## src/logic/video_consts.svh

```systemverilog
`ifndef VIDEO_CONSTS_SVH
`define VIDEO_CONSTS_SVH

// small simulated mode, horizontal geometry in pixels
`define H_ACTIVE 32'd16
`define H_FRONT  32'd2
`define H_SYNC   32'd3
`define H_BACK   32'd3

// vertical geometry in lines
`define V_ACTIVE 32'd8
`define V_FRONT  32'd1
`define V_SYNC   32'd2
`define V_BACK   32'd1

// sync level inside the sync window
// 1 gives active-high pulses
`define HSYNC_POL 1'b1
`define VSYNC_POL 1'b1

// buffer entries between raster and link, power of two
`define FIFO_DEPTH 32'd8

`endif

```

## src/logic/video_pkg.sv

```systemverilog
package video_pkg;

  // active-area view of the payload
  typedef struct packed {
    logic [7:0] red;
    logic [7:0] green;
    logic [7:0] blue;
  } pixel_t;

  // blanking view, sync bits on top
  typedef struct packed {
    logic        hsync;
    logic        vsync;
    logic [21:0] rsvd;
  } ctrl_t;

  // same 24 bits, meaning set by the blank flag
  typedef union packed {
    pixel_t pixel;
    ctrl_t  ctrl;
  } payload_t;

  // bit 24 blank, 23..0 payload
  typedef struct packed {
    logic     blank;
    payload_t payload;
  } video_word_t;

  // test pictures
  typedef enum logic [1:0] {
    PAT_SOLID = 2'd0,
    PAT_BARS  = 2'd1,
    PAT_HRAMP = 2'd2,
    PAT_VRAMP = 2'd3
  } pattern_t;

endpackage

```

## src/logic/tmds_pkg.sv

```systemverilog
package tmds_pkg;

  // one 10-bit channel symbol, bit 0 sent first
  typedef logic [9:0] symbol_t;

  // running disparity, ones minus zeros
  typedef logic signed [4:0] disparity_t;

  // control tokens, suffix is {vsync, hsync}
  localparam symbol_t CTRL_00 = 10'b1101010100;
  localparam symbol_t CTRL_01 = 10'b0010101011;
  localparam symbol_t CTRL_10 = 10'b0101010100;
  localparam symbol_t CTRL_11 = 10'b1010101011;

  // token for channel 0 during blanking
  function automatic symbol_t ctrl_token(input logic vsync, input logic hsync);
    symbol_t tok;
    case ({vsync, hsync})
      2'b00:   tok = CTRL_00;
      2'b01:   tok = CTRL_01;
      2'b10:   tok = CTRL_10;
      default: tok = CTRL_11;
    endcase
    return tok;
  endfunction

endpackage

```

## src/logic/video_timing_gen.sv

```systemverilog
`timescale 1ns/1ns
`include "video_consts.svh"

module video_timing_gen
(
  input  logic                   clk_25mhz,
  input  logic                   arst_n,
  input  video_pkg::pattern_t    pattern,
  input  logic [23:0]            solid_rgb,
  output video_pkg::video_word_t gen_word,
  output logic                   gen_valid,
  input  logic                   gen_ready
);

  localparam int H_TOTAL  = `H_ACTIVE + `H_FRONT + `H_SYNC + `H_BACK;
  localparam int V_TOTAL  = `V_ACTIVE + `V_FRONT + `V_SYNC + `V_BACK;
  localparam int XW       = $clog2(H_TOTAL);
  localparam int YW       = $clog2(V_TOTAL);
  localparam int HS_START = `H_ACTIVE + `H_FRONT;
  localparam int HS_END   = HS_START + `H_SYNC;
  localparam int VS_START = `V_ACTIVE + `V_FRONT;
  localparam int VS_END   = VS_START + `V_SYNC;

  // position of the next word to build
  logic [XW-1:0]          x_cnt;
  logic [YW-1:0]          y_cnt;
  logic                   load;
  logic [2:0]             bar;
  logic                   in_hs;
  logic                   in_vs;
  video_pkg::video_word_t next_word;

  // output slot free or being taken
  assign load = !gen_valid || gen_ready;

  // eight equal bars over the active width
  assign bar = 3'((32'(x_cnt) * 32'd8) / `H_ACTIVE);

  assign in_hs = (32'(x_cnt) >= HS_START) && (32'(x_cnt) < HS_END);
  assign in_vs = (32'(y_cnt) >= VS_START) && (32'(y_cnt) < VS_END);

  always_comb
  begin
    next_word = '0;
    if ((32'(x_cnt) < `H_ACTIVE) && (32'(y_cnt) < `V_ACTIVE))
    begin
      next_word.blank = 1'b0;
      case (pattern)
        video_pkg::PAT_SOLID:
        begin
          next_word.payload.pixel.red   = solid_rgb[23:16];
          next_word.payload.pixel.green = solid_rgb[15:8];
          next_word.payload.pixel.blue  = solid_rgb[7:0];
        end
        video_pkg::PAT_BARS:
        begin
          // bar bit 2 red, bit 1 green, bit 0 blue
          next_word.payload.pixel.red   = {8{bar[2]}};
          next_word.payload.pixel.green = {8{bar[1]}};
          next_word.payload.pixel.blue  = {8{bar[0]}};
        end
        video_pkg::PAT_HRAMP:
        begin
          next_word.payload.pixel.red   = 8'(32'(x_cnt) * 16);
          next_word.payload.pixel.green = 8'(32'(x_cnt) * 16);
          next_word.payload.pixel.blue  = 8'(32'(x_cnt) * 16);
        end
        default:
        begin
          next_word.payload.pixel.red   = 8'(32'(y_cnt) * 32);
          next_word.payload.pixel.green = 8'(32'(y_cnt) * 32);
          next_word.payload.pixel.blue  = 8'(32'(y_cnt) * 32);
        end
      endcase
    end
    else
    begin
      // porches and sync, reserved bits stay zero
      next_word.blank              = 1'b1;
      next_word.payload.ctrl.hsync = in_hs ? `HSYNC_POL : ~`HSYNC_POL;
      next_word.payload.ctrl.vsync = in_vs ? `VSYNC_POL : ~`VSYNC_POL;
    end
  end

  // raster walks only when a word leaves
  always_ff @(posedge clk_25mhz or negedge arst_n)
  begin
    if (!arst_n)
    begin
      gen_valid <= 1'b0;
      x_cnt     <= '0;
      y_cnt     <= '0;
    end
    else if (load)
    begin
      gen_valid <= 1'b1;
      if (32'(x_cnt) == H_TOTAL - 1)
      begin
        x_cnt <= '0;
        // end of frame wraps to top line
        y_cnt <= (32'(y_cnt) == V_TOTAL - 1) ? '0 : y_cnt + 1'b1;
      end
      else
      begin
        x_cnt <= x_cnt + 1'b1;
      end
    end
  end

  // word register, held while stalled
  always_ff @(posedge clk_25mhz)
  begin
    if (load)
      gen_word <= next_word;
  end

endmodule

```

## src/logic/video_fifo.sv

```systemverilog
`timescale 1ns/1ns
`include "video_consts.svh"

module video_fifo
#(
  parameter int DEPTH = `FIFO_DEPTH
)
(
  input  logic                   clk_25mhz,
  input  logic                   arst_n,
  input  video_pkg::video_word_t wr_word,
  input  logic                   wr_valid,
  output logic                   wr_ready,
  output video_pkg::video_word_t rd_word,
  output logic                   rd_valid,
  input  logic                   rd_ready
);

  localparam int AW = $clog2(DEPTH);

  // storage, no reset needed
  video_pkg::video_word_t mem [DEPTH];

  logic [AW-1:0] wr_ptr;
  logic [AW-1:0] rd_ptr;
  logic [AW:0]   count;
  logic          do_wr;
  logic          do_rd;

  assign wr_ready = (count != (AW+1)'(DEPTH));
  assign rd_valid = (count != '0);

  assign do_wr = wr_valid && wr_ready;
  assign do_rd = rd_valid && rd_ready;

  // head word shows without a read request
  assign rd_word = mem[rd_ptr];

  always_ff @(posedge clk_25mhz)
  begin
    if (do_wr)
      mem[wr_ptr] <= wr_word;
  end

  // pointers wrap on their own, depth is a power of two
  always_ff @(posedge clk_25mhz or negedge arst_n)
  begin
    if (!arst_n)
    begin
      wr_ptr <= '0;
      rd_ptr <= '0;
      count  <= '0;
    end
    else
    begin
      if (do_wr)
        wr_ptr <= wr_ptr + 1'b1;
      if (do_rd)
        rd_ptr <= rd_ptr + 1'b1;
      // read and write together keep the count
      case ({do_wr, do_rd})
        2'b10:   count <= count + 1'b1;
        2'b01:   count <= count - 1'b1;
        default: count <= count;
      endcase
    end
  end

endmodule

```

## src/logic/tmds_encoder.sv

```systemverilog
`timescale 1ns/1ns

module tmds_encoder
(
  input  logic                   clk_25mhz,
  input  logic                   arst_n,
  input  video_pkg::video_word_t in_word,
  input  logic                   in_valid,
  output logic                   in_ready,
  output tmds_pkg::symbol_t      tmds_ch0,
  output tmds_pkg::symbol_t      tmds_ch1,
  output tmds_pkg::symbol_t      tmds_ch2,
  output logic                   tmds_valid,
  input  logic                   tmds_ready
);

  // transition minimizing, bit 8 high when xor was used
  function automatic logic [8:0] tm_encode(input logic [7:0] d);
    logic [8:0] q;
    logic       use_xnor;
    use_xnor = ($countones(d) > 4) || (($countones(d) == 4) && !d[0]);
    q[0] = d[0];
    for (int i = 1; i < 8; i++)
      q[i] = use_xnor ? ~(q[i-1] ^ d[i]) : (q[i-1] ^ d[i]);
    q[8] = ~use_xnor;
    return q;
  endfunction

  // dc balance step of the DVI encode rule
  function automatic void dc_balance(input logic [8:0] qm, input tmds_pkg::disparity_t cnt,
                                     output tmds_pkg::symbol_t sym,
                                     output tmds_pkg::disparity_t cnt_nxt);
    int diff;
    int c;
    // ones minus zeros of the low byte
    diff = 2 * $countones(qm[7:0]) - 8;
    c    = int'(cnt);
    if ((c == 0) || (diff == 0))
    begin
      sym = {~qm[8], qm[8], qm[8] ? qm[7:0] : ~qm[7:0]};
      c   = qm[8] ? c + diff : c - diff;
    end
    else if (((c > 0) && (diff > 0)) || ((c < 0) && (diff < 0)))
    begin
      // invert to pull back toward zero
      sym = {1'b1, qm[8], ~qm[7:0]};
      c   = c + (qm[8] ? 2 : 0) - diff;
    end
    else
    begin
      sym = {1'b0, qm[8], qm[7:0]};
      c   = c - (qm[8] ? 0 : 2) + diff;
    end
    cnt_nxt = tmds_pkg::disparity_t'(c);
  endfunction

  // both stages move together
  logic adv;

  logic       s1_valid;
  logic [8:0] s1_qm [3];
  logic       s1_blank;
  logic       s1_hsync;
  logic       s1_vsync;

  logic                 s2_valid;
  tmds_pkg::symbol_t    sym_q    [3];
  tmds_pkg::disparity_t disp     [3];
  tmds_pkg::symbol_t    sym_nxt  [3];
  tmds_pkg::disparity_t disp_nxt [3];

  // move on when stage 2 is empty or drained this cycle
  assign adv      = !s2_valid || tmds_ready;
  assign in_ready = adv;

  // stage 1, ch0 blue, ch1 green, ch2 red
  always_ff @(posedge clk_25mhz or negedge arst_n)
  begin
    if (!arst_n)
      s1_valid <= 1'b0;
    else if (adv)
      s1_valid <= in_valid;
  end

  always_ff @(posedge clk_25mhz)
  begin
    if (adv)
    begin
      s1_qm[0] <= tm_encode(in_word.payload.pixel.blue);
      s1_qm[1] <= tm_encode(in_word.payload.pixel.green);
      s1_qm[2] <= tm_encode(in_word.payload.pixel.red);
      s1_blank <= in_word.blank;
      s1_hsync <= in_word.payload.ctrl.hsync;
      s1_vsync <= in_word.payload.ctrl.vsync;
    end
  end

  always_comb
  begin
    for (int ch = 0; ch < 3; ch++)
      dc_balance(s1_qm[ch], disp[ch], sym_nxt[ch], disp_nxt[ch]);
  end

  // stage 2, control token and zero disparity while blank
  always_ff @(posedge clk_25mhz or negedge arst_n)
  begin
    if (!arst_n)
    begin
      s2_valid <= 1'b0;
      for (int ch = 0; ch < 3; ch++)
      begin
        sym_q[ch] <= tmds_pkg::CTRL_00;
        disp[ch]  <= '0;
      end
    end
    else if (adv)
    begin
      s2_valid <= s1_valid;
      if (s1_valid)
      begin
        for (int ch = 0; ch < 3; ch++)
        begin
          if (s1_blank)
          begin
            sym_q[ch] <= (ch == 0) ? tmds_pkg::ctrl_token(s1_vsync, s1_hsync)
                                   : tmds_pkg::CTRL_00;
            disp[ch]  <= '0;
          end
          else
          begin
            sym_q[ch] <= sym_nxt[ch];
            disp[ch]  <= disp_nxt[ch];
          end
        end
      end
    end
  end

  assign tmds_ch0   = sym_q[0];
  assign tmds_ch1   = sym_q[1];
  assign tmds_ch2   = sym_q[2];
  assign tmds_valid = s2_valid;

endmodule

```

## src/logic/dvi_tx_top.sv

```systemverilog
`timescale 1ns/1ns

module dvi_tx_top
(
  input  logic                clk_25mhz,
  input  logic                arst_n,
  input  video_pkg::pattern_t pattern,
  input  logic [23:0]         solid_rgb,
  input  logic                tmds_ready,
  output tmds_pkg::symbol_t   tmds_ch0,
  output tmds_pkg::symbol_t   tmds_ch1,
  output tmds_pkg::symbol_t   tmds_ch2,
  output logic                tmds_valid
);

  // raster to buffer
  video_pkg::video_word_t gen_word;
  logic                   gen_valid;
  logic                   gen_ready;

  // buffer to encoder
  video_pkg::video_word_t buf_word;
  logic                   buf_valid;
  logic                   buf_ready;

  video_timing_gen u_gen
  (
    .clk_25mhz (clk_25mhz),
    .arst_n    (arst_n),
    .pattern   (pattern),
    .solid_rgb (solid_rgb),
    .gen_word  (gen_word),
    .gen_valid (gen_valid),
    .gen_ready (gen_ready)
  );

  // default depth from the consts header
  video_fifo u_fifo
  (
    .clk_25mhz (clk_25mhz),
    .arst_n    (arst_n),
    .wr_word   (gen_word),
    .wr_valid  (gen_valid),
    .wr_ready  (gen_ready),
    .rd_word   (buf_word),
    .rd_valid  (buf_valid),
    .rd_ready  (buf_ready)
  );

  // tmds_ready stands in for the serializer
  tmds_encoder u_enc
  (
    .clk_25mhz  (clk_25mhz),
    .arst_n     (arst_n),
    .in_word    (buf_word),
    .in_valid   (buf_valid),
    .in_ready   (buf_ready),
    .tmds_ch0   (tmds_ch0),
    .tmds_ch1   (tmds_ch1),
    .tmds_ch2   (tmds_ch2),
    .tmds_valid (tmds_valid),
    .tmds_ready (tmds_ready)
  );

endmodule

```

## config.mk

```make
export PLATFORM = sky130hd
export DESIGN_NAME = dvi_tx_top
export DESIGN_NICKNAME = d
export VERILOG_FILES = /design/src/logic/video_pkg.sv /design/src/logic/tmds_pkg.sv /design/src/logic/video_timing_gen.sv /design/src/logic/video_fifo.sv /design/src/logic/tmds_encoder.sv /design/src/logic/dvi_tx_top.sv
export VERILOG_INCLUDE_DIRS = /design/src /design/src/logic
export SDC_FILE = /design/constraint.sdc
export NUM_CORES = 1
export LEC_CHECK = 0
export ABC_AREA = 1
export CAP_MARGIN = 10
export CORE_MARGIN = 3
export CORE_UTILIZATION = 40
export DETAILED_ROUTE_END_ITERATION = 10
export DONT_BUFFER_PORTS = 1
export SLEW_MARGIN = 30
export SYNTH_ARGS = -nofsm -noshare
export SYNTH_HDL_FRONTEND = slang
export SYNTH_SLANG_ARGS = --single-unit
```

## constraint.sdc

```tcl
create_clock -name clk_25mhz -period 5.3 [get_ports clk_25mhz]
set_input_delay 1.59 -clock clk_25mhz [delete_from_list [all_inputs] [get_ports clk_25mhz]]
set_output_delay 1.59 -clock clk_25mhz [all_outputs]
set_load 0.01 [all_outputs]
```

-- After elaboration in Yosys (flattened, before gate mapping)
Memories as Yosys holds them, arrays and structs flattened.
Cells that the tools add are included.
- add/sub/neg operators: 69
- $lt $le $gt $ge: 21
- equality and inequality tests: 12
- muxes and demuxes: 63
- bitwise gates (word level): 51
- reduce and logical (&&, ||, !) cells: 42
- operator list (cell ; number):
    $add A31 B31 Y31 ; 9
    $add A32 B32 Y32 ; 8
    $logic_not A32 Y1 ; 6
    $eq A32 B4 Y1 const B ; 3
    $gt A32 B1 Y1 const B ; 3
    $gt A32 B4 Y1 const B ; 3
    $lt A32 B1 Y1 const B ; 3
    $sub A32 B5 Y32 const B ; 3
    $mux W10 ; 9
    $pmux W24 S3 ; 1
    $mux W5 ; 13
    $add A1 B1 Y2 ; 24
    $add A5 B5 Y5 ; 6
    $pmux W10 S3 ; 1
    $sub A5 B5 Y5 ; 6
    $mux W1 ; 27
    $not A1 Y1 ; 27
    $mux W8 ; 3
    $not A8 Y8 ; 3
    $xor A1 B1 Y1 ; 21
    $add A5 B3 Y5 ; 3
    $gt A5 B1 Y1 const B ; 3
    $lt A5 B1 Y1 const B ; 3
    $sub A5 B3 Y5 ; 3
    25 further kinds ; 67
- bits in registers: 95
- memory bits (writable): 227
- input bits: 29
- output and inout port bits: 31
- logic and storage cells: 280
- memories kept: 2
- memories (memory ; depth ; width ; rd ports ; clocked after Yosys merged registers in ; wr ports ; RTL line ; source):
    u_fifo.mem ; 8 ; 25 ; 1 ; 0 ; 1 ; video_fifo.sv:22 ; video_pkg::video_word_t mem [DEPTH];
    u_enc.s1_qm ; 3 ; 9 ; 3 ; 0 ; 3 ; tmds_encoder.sv:61 ; logic [8:0] s1_qm [3];

-- Depth between registers and ports, before layout
Gate-level depths: netlist of the first run.
An unclocked memory read counts as a cell.
- depth after elaboration: 26
- mapped depth: 27

-- Modules after synthesis
A second synthesis of the first run with hierarchy kept.
- cell total of the unflattened synthesis: 1989
- area, all modules: 17619.4 sq um
- modules (own cells, without submodules) (module ; instances ; cells an instance ; area an instance (sq um)):
    video_fifo ; 1 ; 945 ; 9183.8
    tmds_encoder ; 1 ; 842 ; 6677.7
    video_timing_gen ; 1 ; 202 ; 1757.9

-- Worst setup path before layout of the first run
No wires, ideal clock.
- path kind: reg2reg
- from: register u_fifo.rd_ptr[0]
- to: memory u_enc.s1_qm[0][7] (data pin)
- setup time: 253 ps
- arrival time: 4051 ps
- path slack: 996 ps
- cell stages (with the launch flop): 26
- clock period less this slack: 4304 ps
- path through: dfrtp_1 -> buf_6 -> buf_12 -> buf_6 -> buf_2 -> buf_2 -> nor2_1 -> o22ai_1 -> nor2_1 -> a31oi_1 -> ha_1 -> inv_1 -> fa_1 -> inv_1 -> fa_1 -> ha_1 -> inv_1 -> fa_1 -> and3b_1 -> nand2_1 -> nand2_2 -> nand2_1 -> nand2_1 -> nand3_1 -> nand3_1 -> nand2_1
- RTL lines (item ; RTL line ; source):
    start, declared ; video_fifo.sv:25 ; logic [AW-1:0] rd_ptr;
    start signal, assigned ; video_fifo.sv:59 ; rd_ptr <= rd_ptr + 1'b1;
    end, declared ; tmds_encoder.sv:61 ;

==> summary.md, run 1 <==
| Metric | Value |
|---|---|
| Synthesis Warnings | 0 |
| CP Data Arrival Time | 4.93 ns |
| Final Instance Count excl. Fillers | 2,151 |
| Core ar. | 41,100 um2 |
| Mapped Area | 16,800 um2 |
| Sink Count | 319 |
| Cell count along the critical path | 21 |
| Hold path startpoint | u_enc.s1_valid$_DFFE_PN0N_ |
| Iteration count of the initial detailed-routing pass | 7 |
| Htree depth | 2 |
| CP startpoint | u_fifo.rd_ptr[0]$_DFFE_PN0P_ |
| Setup Skew | 0.0153 ns |
| Grt total ovfl | 0 |
| Fmax achieved | 0.215 GHz |
| I/O Pins | 60 |
| Placer congestion estimate | 0.811 |
| Layout area overhead | 9.64% |
| Worst path cell trace | buf_4 -> nand2_1 -> nand3_1 -> nand3_1 -> nand2_1 -> inv_1 -> ha_1 -> fa_1 -> fa_1 -> ha_1 -> inv_1 -> fa_1 -> and3b_1 -> nand2_1 -> nand2_2 -> nand2_1 -> nand2_1 -> inv_1 -> nand3_2 -> nand3_1 -> nand2_1 |
| Most frequent cells in the layout | 279 x nand2_1, 255 x edfxtp_1, 199 x inv_1 |
| Max Slew Vio Count | 0 |
| Initial core utilization | 0.408 |
| CP Capture Type | register |
| CTS clk-pin slew, worst paths | about 0.060 ns |
| Status | completed |
| Post-route ant nets | 0 |
| Worst Path Buf+Inv | 4 |
| CTS resizes | 0 |
| Slowest cell on crit path | fa_1 |
| PortBufs | 0 |
| Num CTS Buffers | 36 |
| Worst r2r src | u_fifo.rd_ptr[0]$_DFFE_PN0P_ |
| DR vias | 10,800 |
| Worst path most repeated cell | nand2_1 |
| Seq cells post-synth | 319 |
| Mapped Cells | 1,583 |
| R2R depth | 21 |
| Crit-path max cell delay | roughly 0.55 ns |
| Slew HR | 0.438 |
| Final WL | ~35,000 um |
| Num rows | 74 |
| Worst-margin pin slew | 0.838 ns |
| DR iter-0 viols | 775 |
| Layout cells sized above 1 | 0.0852 |
| Post-DP HPWL | 22,700 um |
| TritonCTS clock tree | built |
| Commonest non-fill, non-tap cell in the layout | nand2_1 |
| CP required | 5.58 ns |
| Ant diodes | 0 |
| Number of global-route vias before repair | 10,900 |
| Hold_buf cts | 0 |
| Number of antenna violations at the first check in global routing | 0 |
| Wire per inst | between 15 and 20 um |
| DR DRC count | 0 |
| Chip width | 211 um |
| Final period utilization | 0.878 |
| Nets | 1,751 |
| First-pass GRT wire length | about 58,000 um |
| Clk_lat worst skew | 0.53 ns |
| Drt via density | between 5 and 6 |
| RSZ-0062 raised after global routing | false |
| Max cap viols | 0 |
| Root buffer cell | clkbuf_16 |
| Critical path's top delay family | adder cells |
| Hold path depth | 2 |
| Die Footprint | 44,400 um2 |
| CP Class | register to register |
| Total GRT Usage | 0.164 |
| Syn avg cell area | 10.6 um2 |
| Syn Nets | 1,743 |
| Max Root-Sink Buffers | 3 |
| Inst Count DP | roughly 2,100 |
| Crit start category | register |
| Largest net degree at the start of global routing | 99 |
| Die Y | 211 um |
| Seq/Total Area, Yosys | 0.554 |
| Hold Violations, Final | 0 |
| Post-Route Setup TNS | 0 ns |
| Crit-path max FO | 61 |
| HP Class | register to register |
| Final setup viols | 0 |
| Setup repair bufs after CTS | 0 |
| Min Clock Period, post-route | 4.65 ns |
| Yosys cell types | 47 |
cells by family after synthesis:
group,count (synthesis),share of synthesized area
AOI/OAI and AO/OA,252,0.0856
xor gates and xnor gates,74,0.0387
adders and majority gates,131,0.116
buffers and inverters,257,0.0690
DFF,319,0.554
other,1,0.000224
and+or+nand+nor,549,0.137
cells in the mapped netlist (all sizes together):
| cell | number | share of area |
|---|---|---|
| nand3 | 90 | 0.029 |
| nand2 | 296 | 0.069 |
| a21o | 3 | 0.0013 |
| nand3b | 1 | 0.00045 |
| a21oi | 42 | 0.013 |
| buf | 38 | 0.020 |
| nor2 | 149 | 0.034 |
| o21ai | 137 | 0.042 |
| dfrtp | 49 | 0.073 |
| nor3 | 1 | 0.00030 |
| and3b | 2 | 0.0010 |
| conb | 1 | 0.00022 |
| ha | 91 | 0.068 |
| o22ai | 29 | 0.011 |
| xnor2 | 28 | 0.015 |
| a211oi | 10 | 0.0045 |
| edfxtp | 255 | 0.46 |
| dfstp | 15 | 0.024 |
| inv | 206 | 0.046 |
| o221ai | 1 | 0.00052 |
| and2 | 1 | 0.00037 |
| a31oi | 14 | 0.0056 |
| or2 | 4 | 0.0015 |
| o211ai | 12 | 0.0054 |
| fa | 40 | 0.048 |
| xor2 | 46 | 0.024 |
| a32o | 1 | 0.00060 |
| clkinv | 1 | 0.00022 |
| o21bai | 1 | 0.00045 |
| o21a | 2 | 0.00090 |
| clkbuf | 12 | 0.0027 |
| nand4 | 5 | 0.0019 |
stage by stage:
stage | hold slack, ns | setup slack, ns | cell area (um2) | util
2_1_floorplan | 0.435 | 0.996 | 16800 | -
3_3_place_gp | 0.482 | 0.765 | 17200 | 0.419
3_5_place_dp | 0.485 | 0.692 | 17200 | 0.419
4_1_cts | 0.500 | 0.673 | 18400 | 0.447
5_1_grt | 0.518 | 0.298 | 18400 | 0.447
6_report | 0.496 | 0.647 | 18400 | 0.447
final timing paths:
| kind | to | slack (ns) |
|---|---|---|
| setup / recovery | u_enc.s1_qm[0][7]$_DFFE_PN_ | 0.65 |
| hold / removal | u_enc.tmds_valid$_DFFE_PN0N_ | 0.50 |
| setup reg to reg | u_enc.s1_qm[0][7]$_DFFE_PN_ | 0.65 |
| hold reg to reg | u_enc.tmds_valid$_DFFE_PN0N_ | 0.50 |
| max in group asynchronous | u_enc.tmds_ch2[9]$_DFFE_PN1P_ | 4.30 |
| min in group asynchronous | u_gen.y_cnt[0]$_DFFE_PN0P_ | 0.75 |
sequential cells by signal, summed over array words and instances, names as in the netlist, 3 cells and up:
register	count
u_fifo.mem	200
u_enc.disp	12
u_enc.tmds_ch1	10
u_fifo.count	4
u_gen.x_cnt	5
u_fifo.wr_ptr	3
u_gen.gen_word	25
u_enc.tmds_ch2	10
u_enc.tmds_ch0	10
u_fifo.rd_ptr	3
u_enc.s1_qm	27
u_gen.y_cnt	4
final cells by class:
| cell class | count | area (um2) |
|---|---|---|
| clock buffers | 52 | 1040 |
| clock inverters | 14 | 90.1 |
| fillers | 3807 | 22700 |
| inverters | 207 | 782 |
| multi-input cells | 1007 | 6350 |
| flip-flops and latches | 319 | 9280 |
| well taps | 532 | 666 |
| repair buffers | 20 | 163 |
worst reg2reg max path, cell delays in order, from the launching register on:
cell and delay (ns):
dfrtp_2 0.41, buf_4 0.54, nand2_1 0.16, nand3_1 0.13
nand3_1 0.19, nand2_1 0.20, inv_1 0.06, ha_1 0.20
fa_1 0.47, fa_1 0.55, ha_1 0.14, inv_1 0.05
fa_1 0.49, and3b_1 0.17, nand2_1 0.09, nand2_2 0.09
nand2_1 0.07, nand2_1 0.07, inv_1 0.10, nand3_2 0.09
nand3_1 0.09, nand2_1 0.05
per-layer routing:
layer / share of wire / track usage / wire, um
met5: 0 / 0 / 0
met4: 0.018 / 0.0420 / 623
met3: 0.061 / 0.0293 / 2140
met2: 0.45 / 0.265 / 15900
met1: 0.47 / 0.231 / 16600
Power of run 1 is left out: the tool's default activity adds up to more than one toggle a clock period on the data nets, which glitch-free logic cannot reach.
==> run 2, diff against run 1 <==
--- a/config.mk
+++ b/config.mk
@@ -8,11 +8,12 @@
 export LEC_CHECK = 0
 export ABC_AREA = 1
 export CAP_MARGIN = 10
-export CORE_MARGIN = 3
 export CORE_UTILIZATION = 40
 export DETAILED_ROUTE_END_ITERATION = 10
 export DONT_BUFFER_PORTS = 1
+export MAX_ROUTING_LAYER = met4
 export SLEW_MARGIN = 30
 export SYNTH_ARGS = -nofsm -noshare
 export SYNTH_HDL_FRONTEND = slang
+export SYNTH_HIERARCHICAL = 1
 export SYNTH_SLANG_ARGS = --single-unit
==> summary.md, run 2 <==
| Metric | Value |
|---|---|
| Biggest register | u_fifo/mem |
| HP Class | register to register |
| Final setup viols | 0 |
| Main synth FF type | edfxtp_1 |
| Core ar. | 43,300 um2 |
| DR iter-0 viols | 714 |
| Drt via density | 4.69 |
| Fillers | 4,179 |
| First-pass GRT wire length | just over 60,000 um |
| CTS resizes | 0 |
| CP Capture Type | register |
| Uppermost layer routed | met4 |
| Slew HR | 0.347 |
| Ant diodes | 0 |
| Hold_buf cts | 0 |
| Seq cells post-synth | 319 |
| Hold Violations, Final | 0 |
| Root buffer cell | clkbuf_16 |
| Die Y | approximately 210 um |
| Number of global-route vias before repair | between 10,000 and 15,000 |
| PortBufs | 0 |
| Most common cell in the netlist | nand2_1 |
| RSZ-0062 raised after global routing | false |
| Post-DP HPWL | ~25,000 um |
| DR DRC count | 0 |
| Iteration count of the initial detailed-routing pass | 5 |
| Sink Count | 319 |
| Synthesis Warnings | 6 |
| Grt total ovfl | 0 |
| CP required | 5.58 ns |
| Crit start category | register |
| Area fraction of the dominant cell type after synthesis | 0.435 |
| Max cap viols | 0 |
| CP Class | register to register |
| Seq/Total Area, Yosys | 0.527 |
| Post-route ant nets | 0 |
| Num rows | 76 |
| CTS clk-pin slew, worst paths | 0.06 ns |
| Die Footprint | 44,900 um2 |
| Crit-path max FO | 32 |
| Mapped Area | about 18,000 um2 |
| DR vias | between 10,000 and 15,000 |
| Max Slew Vio Count | 0 |
| Setup repair bufs after CTS | 0 |
| Commonest non-fill, non-tap cell in the layout | nand2_1 |
| Num CTS Buffers | 36 |
| Metal-1 WL | around 18,000 um |
| Top flop regs | u_fifo/mem: 200 flops, u_enc/s1_qm: 27 flops, u_gen/gen_word: 25 flops |
| Layout cells sized above 1 | 0.0672 |
| Total GRT Usage | 0.179 |
| Async SR Flop Fraction | 0.201 |
| Placer congestion estimate | 0.825 |
| Htree depth | 2 |
| Mapped Cells | just under 2,000 |
| Max FFs per register | 200 |
| Met3 routed WL | 1770 um |
| Max Root-Sink Buffers | 3 |
| Syn avg cell area | 8.86 um2 |
| Hold path depth | 2 |
| Post-Route Setup TNS | 0 ns |
| Final period utilization | 0.918 |
| Fmax achieved | 0.206 GHz |
| Worst-margin pin slew | 0.978 ns |
| R2R depth | 22 |
| Nets | 2,141 |
| Final WL | 37,600 um |
| Layout area overhead | 10.6% |
| Most frequent cells in the layout | 636 x nand2_1, 312 x inv_1, 255 x edfxtp_1 |
| Syn Nets | 2,135 |
| CP Data Arrival Time | 5.15 ns |
| Largest net degree at the start of global routing | 127 |
| Number of antenna violations at the first check in global routing | 0 |
| I/O Pins | 60 |
| Setup Skew | 0.0186 ns |
| TritonCTS clock tree | built |
| Status | completed |
| Wire per inst | 14.4 um |
| Chip width | approximately 210 um |
| Met2 WL | approximately 17,000 um |
| Leading cell types by count after synthesis | 636 x nand2_1, 312 x inv_1, 255 x edfxtp_1 |
| Main area contributors after synthesis | edfxtp_1 43%, nand2_1 14%, dfrtp_1 7.0% |
| Most area-hungry cell type in the Yosys netlist | edfxtp_1 |
| Clk_lat worst skew | 0.54 ns |
| Initial core utilization | 0.407 |
| Yosys cell types | 40 |
| Post-synth EDFFs | 255 |
| Min Clock Period, post-route | 4.86 ns |
[run 2: cell types whose count changed after synthesis, sizes merged, moves of 14 or more]
cell and delta:
inv +112, xnor2 -15, nand2 +348, xor2 -17, ha -14, o21ai -87
nand3 +27, nor2 +104, o22ai -21
[run 2: final cells by class]
type                    instances  area [um2]  area share
flip-flops and latches        319        9280       0.476
multi-input cells            1300        6900       0.354
inverters                     319        1200      0.0614
clock buffers                  52        1050      0.0539
well taps                     585         732      0.0376
repair buffers                 19         168     0.00860
clock inverters                14         164     0.00841
[run 2: path summary, 6_finish.rpt]
path                                               from                            end  slack [ns]
hold / removal               u_enc/s1_valid$_DFFE_PN0N_   u_enc/tmds_valid$_DFFE_PN0N_        0.51
max in group asynchronous                        arst_n  u_enc/tmds_ch1[6]$_DFFE_PN1P_        4.34
setup reg to reg           u_fifo/rd_ptr[1]$_DFFE_PN0P_   u_enc/s1_qm[0][25]$_DFFE_PN_        0.44
min in group asynchronous                        arst_n    u_gen/gen_valid$_DFFE_PN0N_        0.75
setup / recovery           u_fifo/rd_ptr[1]$_DFFE_PN0P_   u_enc/s1_qm[0][25]$_DFFE_PN_        0.44
hold reg to reg              u_enc/s1_valid$_DFFE_PN0N_   u_enc/tmds_valid$_DFFE_PN0N_        0.51
[run 2: cell families (layout without fill, tap and decap cells)]
kind of cell / count (synthesis) / in the layout / synth area share
xor gates and xnor gates: 42 / 42 / 0.0224
buffers and inverters: 370 / 404 / 0.0838
other: 1 / 1 / 0.000213
and+or+nand+nor: 1032 / 1032 / 0.234
DFF: 319 / 319 / 0.527
adders and majority gates: 117 / 117 / 0.100
AOI/OAI and AO/OA: 108 / 108 / 0.0332
[run 2: metrics by stage]
| step | cells | util | hold WS [ns] | cell area (um2) | worst slack, ns |
|---|---|---|---|---|---|
| finish | 2608 | 0.450 | 0.511 | 19500 | 0.437 |
| global route | 2608 | 0.450 | 0.540 | 19500 | 0.107 |
| CTS | 2607 | 0.450 | 0.507 | 19500 | 0.222 |
| detailed placement | 2541 | 0.422 | 0.490 | 18300 | 0.248 |
| global placement | 2541 | 0.422 | 0.471 | 18300 | 0.434 |
| floorplan | 1989 | - | 0.442 | 17600 | 0.989 |
[run 2: critical path, stage by stage (launching register included)]
cell	delay, ns
dfrtp_2	0.52
inv_2	0.35
buf_4	0.50
nor2_1	0.11
nand2_1	0.08
nand2_1	0.05
nand2_1	0.05
nand2_1	0.15
inv_1	0.15
fa_1	0.45
fa_1	0.50
inv_1	0.05
ha_1	0.20
fa_1	0.44
nand3b_1	0.16
nand2_1	0.14
nand2_2	0.13
nand2_1	0.10
nand3_1	0.12
nand2_1	0.13
nand2_1	0.07
nand3_1	0.08
nand2_1	0.05
[run 2: layer usage]
metal  up-vias  track usage
met2       243        0.290
met4         0       0.0457
met3        48       0.0260
met5         -            -
li1       6237            -
met1      5712        0.237
Power of run 2 is left out for the same reason.
